## src/hdl/dbg_jtag_pkg.sv

```systemverilog
/*
 * JTAG TAP state encoding, instruction opcodes and DMI scan layout
 * shared by the TAP, the DMI access stage and the gate
 */

package dbg_jtag_pkg;

   // DMI scan register fields, LSB first: op, data, addr
   localparam int DMI_ADDR_W = 7;
   localparam int DMI_DATA_W = 32;
   localparam int DMI_OP_W   = 2;
   localparam int DMI_SCAN_W = DMI_ADDR_W + DMI_DATA_W + DMI_OP_W;

   // abits = 7 in [9:4], version 1 in [3:0]
   localparam logic [31:0] DTMCS_VALUE = {22'd0, 6'(DMI_ADDR_W), 4'd1};

   // Standard TAP controller encoding
   typedef enum logic [3:0] {
      EXIT2_DR         = 4'h0,
      EXIT1_DR         = 4'h1,
      SHIFT_DR         = 4'h2,
      PAUSE_DR         = 4'h3,
      SELECT_IR_SCAN   = 4'h4,
      UPDATE_DR        = 4'h5,
      CAPTURE_DR       = 4'h6,
      SELECT_DR_SCAN   = 4'h7,
      EXIT2_IR         = 4'h8,
      EXIT1_IR         = 4'h9,
      SHIFT_IR         = 4'hA,
      PAUSE_IR         = 4'hB,
      RUN_TEST_IDLE    = 4'hC,
      UPDATE_IR        = 4'hD,
      CAPTURE_IR       = 4'hE,
      TEST_LOGIC_RESET = 4'hF
   } tap_state_t;

   typedef enum logic [4:0] {
      IR_IDCODE = 5'h01,
      IR_DTMCS  = 5'h10,
      IR_DMI    = 5'h11,
      IR_BYPASS = 5'h1F
   } ir_opcode_t;

   typedef enum logic [DMI_OP_W-1:0] {
      DMI_NOP   = 2'd0,
      DMI_READ  = 2'd1,
      DMI_WRITE = 2'd2   // Value 3 reserved
   } dmi_op_t;

endpackage

```

## src/hdl/dbg_security_pkg.sv

```systemverilog
/*
 * Security state definitions for debug access gating:
 * device lifecycle encoding and the uncore register aperture
 */

package dbg_security_pkg;

   //*************************************************
   // Lifecycle
   //*************************************************

   typedef enum logic [1:0] {
      DEVICE_UNPROVISIONED = 2'b00,
      DEVICE_MANUFACTURING = 2'b01,
      DEVICE_PRODUCTION    = 2'b11
   } lifecycle_t;

   //*************************************************
   // DMI address map
   //*************************************************

   // Core side owns 0x00-0x4F, uncore owns 0x50-0x7F
   localparam logic [6:0] UNCORE_APERTURE_BASE = 7'h50;

endpackage

```

## src/hdl/dbg_access_gate.sv

```systemverilog
/*
 * Debug access gate: security state latched in reset, core versus
 * uncore aperture routing of enables, read data selection
 */

`timescale 1ns/1ns

module dbg_access_gate
   import dbg_jtag_pkg::*;
   import dbg_security_pkg::*;
(
   input  logic                  clk,
   input  logic                  rst,
   input  logic                  debug_locked,
   input  lifecycle_t            device_lifecycle,
   input  logic                  dmi_reg_en,
   input  logic                  dmi_reg_wr_en,
   input  logic [DMI_ADDR_W-1:0] dmi_reg_addr,
   input  logic [DMI_DATA_W-1:0] core_reg_rdata,
   input  logic [DMI_DATA_W-1:0] uncore_dmi_reg_rdata,
   output logic                  core_reg_en,
   output logic                  core_reg_wr_en,
   output logic                  uncore_dmi_reg_en,
   output logic                  uncore_dmi_reg_wr_en,
   output logic                  dmi_reg_en_pre,
   output logic [DMI_DATA_W-1:0] dmi_reg_rdata
);

   logic access_allowed;
   logic uncore_aperture;
   logic en_allowed;
   logic wr_en_allowed;

   //*************************************************
   // Security latch
   //*************************************************

   // Tracks the inputs only while rst is high, frozen afterwards
   always_ff @(posedge clk) begin
      if (rst) begin
         access_allowed <= !debug_locked || (device_lifecycle == DEVICE_MANUFACTURING);
      end
   end

   //*************************************************
   // Aperture routing
   //*************************************************

   assign uncore_aperture = (dmi_reg_addr >= UNCORE_APERTURE_BASE);

   assign en_allowed    = dmi_reg_en & access_allowed;
   assign wr_en_allowed = dmi_reg_wr_en & access_allowed;

   assign core_reg_en          = en_allowed & ~uncore_aperture;
   assign core_reg_wr_en       = wr_en_allowed & ~uncore_aperture;
   assign uncore_dmi_reg_en    = en_allowed & uncore_aperture;
   assign uncore_dmi_reg_wr_en = wr_en_allowed & uncore_aperture;

   assign dmi_reg_en_pre = dmi_reg_en;   // Ungated, for observation

   // Blocked reads return zero
   always_comb begin
      if (!access_allowed) begin
         dmi_reg_rdata = '0;
      end else if (uncore_aperture) begin
         dmi_reg_rdata = uncore_dmi_reg_rdata;
      end else begin
         dmi_reg_rdata = core_reg_rdata;
      end
   end

endmodule

```

## src/hdl/dbg_core_regs.sv

```systemverilog
/*
 * Core-side DMI register file standing in for the processor's
 * debug module registers
 */

`timescale 1ns/1ns

module dbg_core_regs
   import dbg_jtag_pkg::*;
#(
   parameter int CORE_REG_COUNT = 16
) (
   input  logic                  clk,
   input  logic                  rst,
   input  logic                  core_reg_en,
   input  logic                  core_reg_wr_en,
   input  logic [DMI_ADDR_W-1:0] dmi_reg_addr,
   input  logic [DMI_DATA_W-1:0] dmi_reg_wdata,
   output logic [DMI_DATA_W-1:0] core_reg_rdata
);

   localparam int IDX_W = (CORE_REG_COUNT > 1) ? $clog2(CORE_REG_COUNT) : 1;

   logic [DMI_DATA_W-1:0] regs [CORE_REG_COUNT];
   logic [IDX_W-1:0]      reg_idx;
   logic                  reg_hit;

   assign reg_idx = IDX_W'(dmi_reg_addr);
   assign reg_hit = (int'(dmi_reg_addr) < CORE_REG_COUNT);   // Rest of core aperture is empty

   always_ff @(posedge clk) begin
      if (rst) begin
         for (int i = 0; i < CORE_REG_COUNT; i++) begin
            regs[i] <= '0;
         end
      end else if (core_reg_en && core_reg_wr_en && reg_hit) begin
         regs[reg_idx] <= dmi_reg_wdata;
      end
   end

   // Combinational read, gate samples it in the enable cycle
   always_comb begin
      if (reg_hit) begin
         core_reg_rdata = regs[reg_idx];
      end else begin
         core_reg_rdata = '0;
      end
   end

endmodule

```

## src/hdl/dbg_dmi_access.sv

```systemverilog
/*
 * DMI access stage: turns a completed DMI scan into one
 * register-bus pulse and holds read data for the next capture
 */

`timescale 1ns/1ns

module dbg_dmi_access
   import dbg_jtag_pkg::*;
(
   input  logic                  clk,
   input  logic                  rst,
   input  logic                  dmi_update,
   input  logic [DMI_ADDR_W-1:0] dmi_scan_addr,
   input  logic [DMI_DATA_W-1:0] dmi_scan_data,
   input  dmi_op_t               dmi_scan_op,
   input  logic [DMI_DATA_W-1:0] dmi_reg_rdata,
   output logic                  dmi_reg_en,
   output logic                  dmi_reg_wr_en,
   output logic [DMI_ADDR_W-1:0] dmi_reg_addr,
   output logic [DMI_DATA_W-1:0] dmi_reg_wdata,
   output logic [DMI_SCAN_W-1:0] dmi_capture_word
);

   logic [DMI_DATA_W-1:0] rd_data_q;

   // Request stage, one pulse per read or write
   always_ff @(posedge clk) begin
      if (rst) begin
         dmi_reg_en    <= 1'b0;
         dmi_reg_wr_en <= 1'b0;
         dmi_reg_addr  <= '0;
      end else begin
         dmi_reg_en    <= dmi_update && (dmi_scan_op inside {DMI_READ, DMI_WRITE});
         dmi_reg_wr_en <= dmi_update && (dmi_scan_op == DMI_WRITE);
         if (dmi_update) begin
            dmi_reg_addr <= dmi_scan_addr;
         end
      end
   end

   always_ff @(posedge clk) begin
      if (dmi_update) begin
         dmi_reg_wdata <= dmi_scan_data;
      end
   end

   // Read response, bus completes within the pulse cycle
   always_ff @(posedge clk) begin
      if (rst) begin
         rd_data_q <= '0;
      end else if (dmi_reg_en && !dmi_reg_wr_en) begin
         rd_data_q <= dmi_reg_rdata;
      end
   end

   // Status field always 0, no busy or error reporting
   assign dmi_capture_word = {dmi_reg_addr, rd_data_q, DMI_OP_W'(0)};

endmodule

```

## src/hdl/dbg_dmi_top.sv

```systemverilog
/*
 * Debug access top level: JTAG TAP, DMI access stage,
 * security gate and core-side register file
 */

`timescale 1ns/1ns

module dbg_dmi_top
   import dbg_jtag_pkg::*;
   import dbg_security_pkg::*;
#(
   parameter logic [31:0] IDCODE         = 32'h1000_0cd3,
   parameter int          CORE_REG_COUNT = 16
) (
   input  logic                  clk,
   input  logic                  rst,
   input  logic                  jtag_tck,
   input  logic                  jtag_tms,
   input  logic                  jtag_tdi,
   output logic                  jtag_tdo,
   output logic                  jtag_tdo_en,
   input  logic                  debug_locked,      // Sampled only during rst
   input  lifecycle_t            device_lifecycle,  // Sampled only during rst
   output logic                  uncore_dmi_reg_en,
   output logic                  uncore_dmi_reg_wr_en,
   input  logic [DMI_DATA_W-1:0] uncore_dmi_reg_rdata,
   output logic [DMI_ADDR_W-1:0] uncore_dmi_reg_addr,
   output logic [DMI_DATA_W-1:0] uncore_dmi_reg_wdata,
   output logic                  dmi_reg_en_pre
);

   logic                  dmi_update;
   logic [DMI_ADDR_W-1:0] dmi_scan_addr;
   logic [DMI_DATA_W-1:0] dmi_scan_data;
   dmi_op_t               dmi_scan_op;
   logic [DMI_SCAN_W-1:0] dmi_capture_word;
   logic                  dmi_reg_en;
   logic                  dmi_reg_wr_en;
   logic [DMI_ADDR_W-1:0] dmi_reg_addr;
   logic [DMI_DATA_W-1:0] dmi_reg_wdata;
   logic [DMI_DATA_W-1:0] dmi_reg_rdata;
   logic                  core_reg_en;
   logic                  core_reg_wr_en;
   logic [DMI_DATA_W-1:0] core_reg_rdata;

   dbg_jtag_tap #(.IDCODE(IDCODE)) u_tap (
      .clk, .rst, .jtag_tck, .jtag_tms, .jtag_tdi, .jtag_tdo, .jtag_tdo_en,
      .dmi_capture_word, .dmi_update, .dmi_scan_addr, .dmi_scan_data, .dmi_scan_op
   );

   dbg_dmi_access u_dmi_access (
      .clk, .rst, .dmi_update, .dmi_scan_addr, .dmi_scan_data, .dmi_scan_op,
      .dmi_reg_rdata, .dmi_reg_en, .dmi_reg_wr_en, .dmi_reg_addr, .dmi_reg_wdata,
      .dmi_capture_word
   );

   dbg_access_gate u_gate (
      .clk, .rst, .debug_locked, .device_lifecycle, .dmi_reg_en, .dmi_reg_wr_en,
      .dmi_reg_addr, .core_reg_rdata, .uncore_dmi_reg_rdata, .core_reg_en,
      .core_reg_wr_en, .uncore_dmi_reg_en, .uncore_dmi_reg_wr_en, .dmi_reg_en_pre,
      .dmi_reg_rdata
   );

   dbg_core_regs #(.CORE_REG_COUNT(CORE_REG_COUNT)) u_core_regs (
      .clk, .rst, .core_reg_en, .core_reg_wr_en, .dmi_reg_addr, .dmi_reg_wdata,
      .core_reg_rdata
   );

   // Address and data go out unqualified, enables carry the gating
   assign uncore_dmi_reg_addr  = dmi_reg_addr;
   assign uncore_dmi_reg_wdata = dmi_reg_wdata;

endmodule

```

## src/hdl/dbg_jtag_tap.sv

```systemverilog
/*
 * JTAG TAP oversampled in the clk domain: pin synchronizers,
 * TAP controller, IR and DR shift paths for IDCODE, DTMCS, DMI
 * and BYPASS, TDO output and the DMI update pulse
 */

`timescale 1ns/1ns

module dbg_jtag_tap
   import dbg_jtag_pkg::*;
#(
   parameter logic [31:0] IDCODE = 32'h1000_0cd3
) (
   input  logic                  clk,
   input  logic                  rst,
   input  logic                  jtag_tck,
   input  logic                  jtag_tms,
   input  logic                  jtag_tdi,
   output logic                  jtag_tdo,
   output logic                  jtag_tdo_en,
   input  logic [DMI_SCAN_W-1:0] dmi_capture_word,  // Loaded at Capture-DR
   output logic                  dmi_update,        // One cycle per DMI Update-DR
   output logic [DMI_ADDR_W-1:0] dmi_scan_addr,
   output logic [DMI_DATA_W-1:0] dmi_scan_data,
   output dmi_op_t               dmi_scan_op
);

   localparam int IR_W = $bits(ir_opcode_t);

   logic [1:0]            tck_sync;
   logic [1:0]            tms_sync;
   logic [1:0]            tdi_sync;
   logic                  tck_q;
   logic                  tck_rise;
   logic                  tck_fall;
   logic                  tms;
   logic                  tdi;
   tap_state_t            state;
   tap_state_t            state_next;
   ir_opcode_t            ir;
   logic [IR_W-1:0]       ir_shift;
   logic [DMI_SCAN_W-1:0] dr_shift;
   logic [DMI_SCAN_W-1:0] dr_capture;
   logic [DMI_SCAN_W-1:0] dr_shifted;

   //*************************************************
   // Pin synchronizers and TCK edge detect
   //*************************************************

   always_ff @(posedge clk) begin
      if (rst) begin
         tck_sync <= '0;
         tms_sync <= '1;   // TMS idles high
         tdi_sync <= '0;
         tck_q    <= 1'b0;
      end else begin
         tck_sync <= {tck_sync[0], jtag_tck};
         tms_sync <= {tms_sync[0], jtag_tms};
         tdi_sync <= {tdi_sync[0], jtag_tdi};
         tck_q    <= tck_sync[1];
      end
   end

   assign tck_rise = tck_sync[1] & ~tck_q;
   assign tck_fall = ~tck_sync[1] & tck_q;
   assign tms      = tms_sync[1];   // Sampled along with the TCK edge
   assign tdi      = tdi_sync[1];

   //*************************************************
   // TAP controller
   //*************************************************

   always_comb begin
      case (state)
         TEST_LOGIC_RESET: state_next = tms ? TEST_LOGIC_RESET : RUN_TEST_IDLE;
         RUN_TEST_IDLE:    state_next = tms ? SELECT_DR_SCAN : RUN_TEST_IDLE;
         SELECT_DR_SCAN:   state_next = tms ? SELECT_IR_SCAN : CAPTURE_DR;
         CAPTURE_DR:       state_next = tms ? EXIT1_DR : SHIFT_DR;
         SHIFT_DR:         state_next = tms ? EXIT1_DR : SHIFT_DR;
         EXIT1_DR:         state_next = tms ? UPDATE_DR : PAUSE_DR;
         PAUSE_DR:         state_next = tms ? EXIT2_DR : PAUSE_DR;
         EXIT2_DR:         state_next = tms ? UPDATE_DR : SHIFT_DR;
         UPDATE_DR:        state_next = tms ? SELECT_DR_SCAN : RUN_TEST_IDLE;
         SELECT_IR_SCAN:   state_next = tms ? TEST_LOGIC_RESET : CAPTURE_IR;
         CAPTURE_IR:       state_next = tms ? EXIT1_IR : SHIFT_IR;
         SHIFT_IR:         state_next = tms ? EXIT1_IR : SHIFT_IR;
         EXIT1_IR:         state_next = tms ? UPDATE_IR : PAUSE_IR;
         PAUSE_IR:         state_next = tms ? EXIT2_IR : PAUSE_IR;
         EXIT2_IR:         state_next = tms ? UPDATE_IR : SHIFT_IR;
         UPDATE_IR:        state_next = tms ? SELECT_DR_SCAN : RUN_TEST_IDLE;
         default:          state_next = TEST_LOGIC_RESET;
      endcase
   end

   // Capture value per selected data register
   always_comb begin
      case (ir)
         IR_IDCODE: dr_capture = DMI_SCAN_W'(IDCODE);
         IR_DTMCS:  dr_capture = DMI_SCAN_W'(DTMCS_VALUE);
         IR_DMI:    dr_capture = dmi_capture_word;
         default:   dr_capture = '0;   // BYPASS and unknown opcodes
      endcase
   end

   // TDI enters at the top bit of the selected register
   always_comb begin
      dr_shifted = dr_shift >> 1;
      case (ir)
         IR_IDCODE, IR_DTMCS: dr_shifted[31] = tdi;
         IR_DMI:              dr_shifted[DMI_SCAN_W-1] = tdi;
         default:             dr_shifted[0] = tdi;   // One-bit bypass
      endcase
   end

   always_ff @(posedge clk) begin
      if (rst) begin
         state    <= TEST_LOGIC_RESET;
         ir       <= IR_IDCODE;
         ir_shift <= '0;
         dr_shift <= '0;
      end else if (tck_rise) begin
         state <= state_next;
         case (state)
            CAPTURE_IR: ir_shift <= IR_W'(1);
            SHIFT_IR:   ir_shift <= {tdi, ir_shift[IR_W-1:1]};
            CAPTURE_DR: dr_shift <= dr_capture;
            SHIFT_DR:   dr_shift <= dr_shifted;
            default:    ;
         endcase
         if (state_next == TEST_LOGIC_RESET) begin
            ir <= IR_IDCODE;
         end else if (state_next == UPDATE_IR) begin
            ir <= ir_opcode_t'(ir_shift);
         end
      end
   end

   //*************************************************
   // TDO and DMI update
   //*************************************************

   always_ff @(posedge clk) begin
      if (rst) begin
         jtag_tdo    <= 1'b0;
         jtag_tdo_en <= 1'b0;
      end else if (tck_fall) begin
         jtag_tdo_en <= (state == SHIFT_IR) || (state == SHIFT_DR);
         jtag_tdo    <= (state == SHIFT_IR) ? ir_shift[0] : dr_shift[0];
      end
   end

   always_ff @(posedge clk) begin
      if (rst) begin
         dmi_update <= 1'b0;
      end else begin
         dmi_update <= tck_rise && (state_next == UPDATE_DR) && (ir == IR_DMI);
      end
   end

   // Shift register stays put from Exit1-DR until the next capture
   assign dmi_scan_op   = dmi_op_t'(dr_shift[DMI_OP_W-1:0]);
   assign dmi_scan_data = dr_shift[DMI_OP_W +: DMI_DATA_W];
   assign dmi_scan_addr = dr_shift[DMI_OP_W+DMI_DATA_W +: DMI_ADDR_W];

endmodule

```

## config.mk

```make
export PLATFORM = sky130hd
export DESIGN_NAME = dbg_dmi_top
export DESIGN_NICKNAME = d
export VERILOG_FILES = /design/src/hdl/dbg_jtag_pkg.sv /design/src/hdl/dbg_security_pkg.sv /design/src/hdl/dbg_access_gate.sv /design/src/hdl/dbg_core_regs.sv /design/src/hdl/dbg_dmi_access.sv /design/src/hdl/dbg_dmi_top.sv /design/src/hdl/dbg_jtag_tap.sv
export SDC_FILE = /design/constraint.sdc
export NUM_CORES = 1
export LEC_CHECK = 0
export BUFFER_PORTS_ARGS = -buffer_cell sky130_fd_sc_hd__buf_2
export CORE_AREA = 4 4 314 285
export DETAILED_ROUTE_END_ITERATION = 10
export DIE_AREA = 0 0 318 289
export HOLD_SLACK_MARGIN = 0.15
export RECOVER_POWER = 50
export SLEW_MARGIN = 30
export SYNTH_ARGS = -nofsm -noshare
export SYNTH_HDL_FRONTEND = slang
export SYNTH_HIERARCHICAL = 1
export SYNTH_SLANG_ARGS = --single-unit
```

## constraint.sdc

```tcl
create_clock -name clk -period 9.6 [get_ports clk]
set_input_delay 0 -clock clk [delete_from_list [all_inputs] [get_ports clk]]
set_output_delay 0 -clock clk [all_outputs]
set_load 0.1 [all_outputs]
```

==> results of run 1 <==
## synth_stat cells (3+ instances only)
master,n
edfxtp_1,545
a22oi_1,4
a22o_1,3
or2_2,5
nor4_2,6
nor2_1,56
nand2b_1,39
nor3_1,35
nand4_1,34
nand2_1,84
a21oi_1,20
a221oi_1,32
dfxtp_1,106
buf_2,42
or2_1,16
mux4_2,128
clkbuf_1,106
and3_1,4
inv_1,12
buf_4,16
buf_8,4
nor2b_1,9
and2_1,513
buf_6,35
buf_1,10
o21ai_1,32
nand3_1,130
o21ai_0,9
or3_1,3
nor4_4,10
o221ai_1,6
mux2i_1,42
nand4bb_1,32
## metal layers
| layer | global-route usage, % | vias to the layer above | wire (um) |
|---|---|---|---|
| li1 | - | 8046 | - |
| met2 | 28.6 | 910 | 39200 |
| met4 | 4.68 | 0 | 1950 |
| met3 | 5.13 | 101 | 9340 |
| met5 | 0 | - | 0 |
| met1 | 27.3 | 9506 | 38600 |
## layout make-up
class	instances	area, um2
diodes	3	7.51
clock buffers	84	1770
clock inverters	33	274
fillers	7939	52200
inverters	12	45.0
multi-input cells	1290	10300
flip-flops and latches	651	18500
well taps	1144	1430
repair buffers	198	1390
## logic make-up after synthesis
logic type | Yosys count | synth area share (%)
xor gates and xnor gates | 1 | 0.0292
other | 1 | 0.0125
DFF | 651 | 61.7
and+or+nand+nor | 993 | 20.2
AOI/OAI and AO/OA | 122 | 2.75
buffers and inverters | 225 | 4.22
adders and majority gates | 1 | 0.0417
muxes | 171 | 11.1
## registers in the layout, indices dropped and copies added, names as in the netlist
signal and count:
u_tap/tdi_sync 2, u_tap/ir_shift 5, u_tap/dr_shift 41, u_dmi_access/dmi_reg_en 1, u_gate/access_allowed 1, u_dmi_access/rd_data_q 32, u_dmi_access/dmi_reg_wr_en 1, u_tap/ir 5
u_dmi_access/dmi_reg_addr 7, u_tap/tck_q 1, u_tap/tck_sync 2, u_core_regs/regs 512, u_tap/tms_sync 2, u_tap/dmi_update 1, u_dmi_access/dmi_reg_wdata 32, u_tap/state 4
u_tap/jtag_tdo 1, u_tap/jtag_tdo_en 1
## worst min-delay path: cells and delay by family
kind	cells	cell delay (ns)
AOI/OAI and AO/OA	1	0.07
buffers and inverters	2	0.61
## stage by stage
step	cell area (um2)	total power (W)	instances	setup WS (ns)
after floorplan	30000	0.00331	2166	6.39
final	33700	0.00584	3415	3.49
after CTS	33800	0.00589	3409	4.96
after global routing	33700	0.00602	3412	3.18
after detailed placement	31200	0.00339	3231	5.74
after global placement	31000	0.00339	3223	5.77
## final timing paths
path                            end                         start  slack [ns]
min           u_gate/access_allowed           device_lifecycle[1]        0.26
min reg2reg       u_tap/tdi_sync[1]             u_tap/tdi_sync[0]        0.46
max          u_core_regs/regs[2][0]  u_dmi_access/dmi_reg_addr[4]        3.49
max reg2reg  u_core_regs/regs[2][0]  u_dmi_access/dmi_reg_addr[4]        3.49
## power breakdown
group,switching (W),internal [W]
registers,0.0000282,0.00313
clock network,0.00108,0.00142
logic,0.000124,0.0000642
## what timing repair did
| action | CTS | global route |
|---|---|---|
| hold buffers | 61 | 0 |
| endpoints found under the hold margin | 58 | 0 |
| resized for setup | 0 | 0 |
| endpoints found under the setup margin | 0 | 0 |
==> results.toml, run 1 <==
[status]
status = "complete, but fails checks"
violations = "max-capacitance violations, max-slew violations"

[sta]
period_minus_slack_ns = 6.11
slew_viol_final = 317
rsz0062_at_grt = "false"
clock_skew_ns = 0.0254
fin_tns_setup_ns = 0
fmax_mhz = 164
hold_violations = 0
max-slew-margin-rel_pct = -139
timing.final.crit_share_pct = 63.6
tightest_slew_ns = 3.58
whs_ns = 0.264
finalSetupViolCount = 0

[power]
leakage_nw = 11.2
p_per_area_nw_per_um2 = 174
vdd_ir_drop_max_mv = 0.115

[final_layout]
mostFrequentLayoutCells = "edfxtp_1 (545), and2_1 (290), and2_0 (222)"
synthToLayoutAreaGrowth_pct = 12.3
nets = 2261
final_common_cell = "edfxtp_1"
finish.utilization_pct = 39.2
drive_gt1_share_pct = 15.3

[routing]
vias_per_cell = 5.44
drt_iter0_drc = 2277
drc = 0
antenna_left = 0
avgRoutedWirePerCell_um = 26.1
routed_wl_um = 89100
firstDrtPassIters = 7
via_count = 18600

[clock_network]
cts_buffers = 67
cts_root_buffer = "clkbuf_16"
post_cts_buffers = 0
worstSkewPairLatency_ns = 0.60
cts_buffer_depth = 3
h-tree-depth = 3
clk_pin_slew_ns = 0.06
cts_tree = "yes"
cts.sinks = 651

[critical_path]
reg2regPathDepth = 7
timing_worst_setup_path_type = "reg -> reg"
path_cells = "o21a_2 > clkbuf_1 > nor2_1 > nand3b_1 > nor4_1 > clkbuf_1 > or2_2"
cpPeakStageDelay_ns = 1.11
crit_family = "simple AND/OR/NAND/NOR gates"
startpoint_type = "register"
critPathSlowestCell = "clkbuf_1"
cp.depth = 7
timing.critical_path.mode_cell = "clkbuf_1"
cp_max_fo = 36
cp.required_ns = 9.82
arrival_ns = 6.33
worst-path-buf-inv = 2
end_kind = "register"

[die]
die_h_um = 289
fp.dieW_um = 318
initial_core_util_pct = 34.9
rows = 102
num_io_pins = 84
fp.dieArea_um2 = 91900
core_area_um2 = 85900

[synth]
ys_top_cells_by_area = "edfxtp_1 (55%), and2_1 (11%), mux4_2 (9.6%)"
postSynthAreaPerCell_um2 = 13.8
ys_ff_latch = 651
syn_inst = 2165
synthesis.area_um2 = 30000
yosysWarnings = 6
yosysSeqAreaShare_pct = 61.7
synth-edff-count = 545
synth.largest_area_cell = "edfxtp_1"
yosysUniqueCellTypes = 63
synth_ff_type = "edfxtp_1"
synthArstFlopShare_pct = 0
yosysTopAreaCellShare_pct = 54.6

[global_route]
grt_first_pass_wirelength_um = 128000
grt_max_degree = 98
grt_overflow = 0
antenna_found_initial = 7
grt_pass1_vias = 17800
grt_usage_pct = 18.9

[placement]
portBuffers = 83
hpwl_um = 57500
gp_congestion = 0.934

[run]
maxCapViolations = 7

[hold_path]
whs_path_depth = 3
min_path_type = "in -> reg"
No activity file was read; power rests on OpenSTA's default activity.
==> inputs of run 2 (changes only) <==
ABC_AREA = 1   (was not set)
CORE_AREA = 4 4 318 289   (was 4 4 314 285)
DIE_AREA = 0 0 322 293   (was 0 0 318 289)
clock period = 6.02 ns   (was 9.6 ns; I/O delays follow)
==> run 2 against run 1 <==
The flow still finishes with violations (max-capacitance violations, max-slew violations). Worst hold slack gained 0.16 ns. Flip-flop and latch count is the same. Core utilization shrank 0.91 points. Highest routed layer unchanged. Power grew 61%. Combinational power grew 91%. Final cell count grew 40%. First-iteration DRC count shrank 5.3%.
==> results.toml, run 2 <==
[hold_path]
min_path_type = "reg -> reg"
min_to = "u_tap/tck_sync[1]"
whs_path_depth = 2
min_from = "u_tap/tck_sync[0]"

[synth]
postSynthAreaPerCell_um2 = 8.57
synth_top_family_by_area = "simple AND/OR/NAND/NOR gates"
synth-edff-count = 545
yosysUniqueCellTypes = 35
synth_compound_area_share_pct = 1.92
yosysMostFrequentCell = "nand2_1"
ys_top_cells_by_area = "edfxtp_1 (53%), nand2_1 (19%), nor2_1 (8.3%)"
yosysWarnings = 6
synthesis.area_um2 = 30700
synthArstFlopShare_pct = 0
synth.largest_area_cell = "edfxtp_1"
synthTopCellsByCount = "nand2_1 (1,524), nor2_1 (676), edfxtp_1 (545)"
synthAdderAreaFrac_pct = 0.0407
synth-xor-area-share_pct = 0
yosysSeqAreaShare_pct = 60.2
syn_inst = 3587
ys_ff_latch = 651
synth_mux_area_share_pct = 0
synth_ff_type = "edfxtp_1"
synth_simple_gate_area_share_pct = 31.6
yosysTopAreaCellShare_pct = 53.3

[sta]
finalSetupViolCount = 0
max-slew-margin-rel_pct = -73.3
slew_viol_final = 398
fin_tns_setup_ns = 0
timing.final.crit_share_pct = 72.9
period_minus_slack_ns = 4.39
fmax_mhz = 228
tightest_slew_ns = 2.60
clock_skew_ns = 0.0181
hold_violations = 0
rsz0062_at_grt = "false"

[clock_network]
cts.sinks = 651
clk_pin_slew_ns = 0.06
cts-hold-fix-buffers = 44
cts_root_buffer = "clkbuf_16"
h-tree-depth = 3
cts_resized = 0
worstSkewPairLatency_ns = 0.60
post_cts_buffers = 0
cts_buffers = 67
cts_buffer_depth = 3
cts_tree = "yes"

[critical_path]
worstReg2RegStart = "u_dmi_access/dmi_reg_addr[4]"
timing_worst_setup_path_type = "reg -> reg"
cp_max_fo = 34
arrival_ns = 4.45
end_kind = "register"
ff2ff_setup_slack_ns = 1.63
reg2regPathDepth = 7
startpoint_type = "register"
cp.required_ns = 6.09
timing.rr.end = "u_core_regs/regs[12][19]"

[die]
core_area_um2 = 88700
rows = 104
num_io_pins = 84
fp.dieArea_um2 = 94300
initial_core_util_pct = 34.6
fp.dieW_um = 322
die_h_um = 293

[routing]
firstDrtPassIters = 5
routed_wl_um = 85600
drc = 0
antenna_left = 0
vias_per_cell = 4.86
drt_iter0_drc = 2156
avgRoutedWirePerCell_um = 17.9
via_count = 23300

[power]
vdd_ir_drop_max_mv = 0.180
finalPower_w = 0.00943
leakage_nw = 13.9
p_per_area_nw_per_um2 = 277

[placement]
gp_congestion = 0.833
hpwl_um = 49500
portBuffers = 83

[status]
status = "complete, but fails checks"
violations = "max-capacitance violations, max-slew violations"

[global_route]
grt_pass1_vias = 21800
grt_overflow = 0
antenna_found_initial = 0
grt_max_degree = 216
grt_usage_pct = 17.8
grt_first_pass_wirelength_um = 130000

[final_layout]
drive_gt1_share_pct = 7.74
largest_register_ffs = 512
mostFrequentLayoutCells = "nand2_1 (1,515), nor2_1 (680), edfxtp_1 (545)"
final_common_cell = "nand2_1"
regMostFlops = "u_core_regs/regs"
top_regs = "u_core_regs/regs: 512 flops, u_tap/dr_shift: 41 flops"
synthToLayoutAreaGrowth_pct = 10.6
nets = 3616

[run]
maxCapViolations = 12
==> run 2: per-stage QoR <==
step | hold slack (ns) | area [um2] | worst slack (ns) | std cells | utilization (%)
floorplan | 0.0720 | 30700 | 2.90 | 3588 | -
global placement | 0.200 | 31600 | 2.75 | 4627 | 35.6
detailed placement | 0.198 | 31600 | 2.74 | 4627 | 35.6
CTS | 0.365 | 34100 | 2.73 | 4784 | 38.4
global route | 0.435 | 34000 | 1.32 | 4785 | 38.3
finish | 0.421 | 34000 | 1.63 | 4786 | 38.3
==> run 2: power by group <==
| group | total (W) | switching (W) | internal, W |
|---|---|---|---|
| clock | 0.00398 | 0.00171 | 0.00228 |
| sequential | 0.00508 | 0.0000471 | 0.00504 |
| combinational | 0.000360 | 0.000251 | 0.000110 |
==> run 2: routing by layer <==
layer	vias to the layer above	track usage [%]	part of all wire [%]
li1	11300	-	-
met1	11100	24.9	45
met2	767	29.3	47
met3	104	2.58	6.6
met4	0	4.21	2.0
met5	-	0	0
==> run 2: logic make-up after synthesis <==
group | after synthesis
AOI/OAI and AO/OA | 109
adders and majority gates | 1
buffers and inverters | 388
DFF | 651
other | 1
and+or+nand+nor | 2437
==> run 2: cell type report <==
| type | instances | area, um2 |
|---|---|---|
| clock buffer | 98 | 1990 |
| timing repair buffer | 159 | 1070 |
| antenna | 1 | 2.50 |
| tap | 1166 | 1460 |
| inverter | 147 | 566 |
| clock inverter | 15 | 73.8 |
| sequential | 651 | 18500 |
| multi-input combinational | 2549 | 10300 |
| fill | 8998 | 54800 |
==> run 2: worst max-delay path: stages, from the launching register on <==
cell and delay [ns]:
dfxtp_1 0.43, nor2_2 0.10, nor2_8 0.55, nor3_1 0.11, nand4_1 0.32, nor2_4 0.09, nand2_1 1.20, nand2_2 1.02
==> run 2: how the worst max path moves through the flow <==
stage                                      to                          from  cells past startpoint
finish               u_core_regs/regs[12][19]  u_dmi_access/dmi_reg_addr[4]                      7
global route          u_core_regs/regs[12][9]                           rst                      8
CTS                 u_dmi_access/rd_data_q[4]  u_dmi_access/dmi_reg_addr[0]                     16
detailed placement  u_dmi_access/rd_data_q[4]  u_dmi_access/dmi_reg_addr[0]                     16
global placement      u_core_regs/regs[8][17]         u_gate/access_allowed                      7
floorplan                   uncore_dmi_reg_en  u_dmi_access/dmi_reg_addr[6]                      5
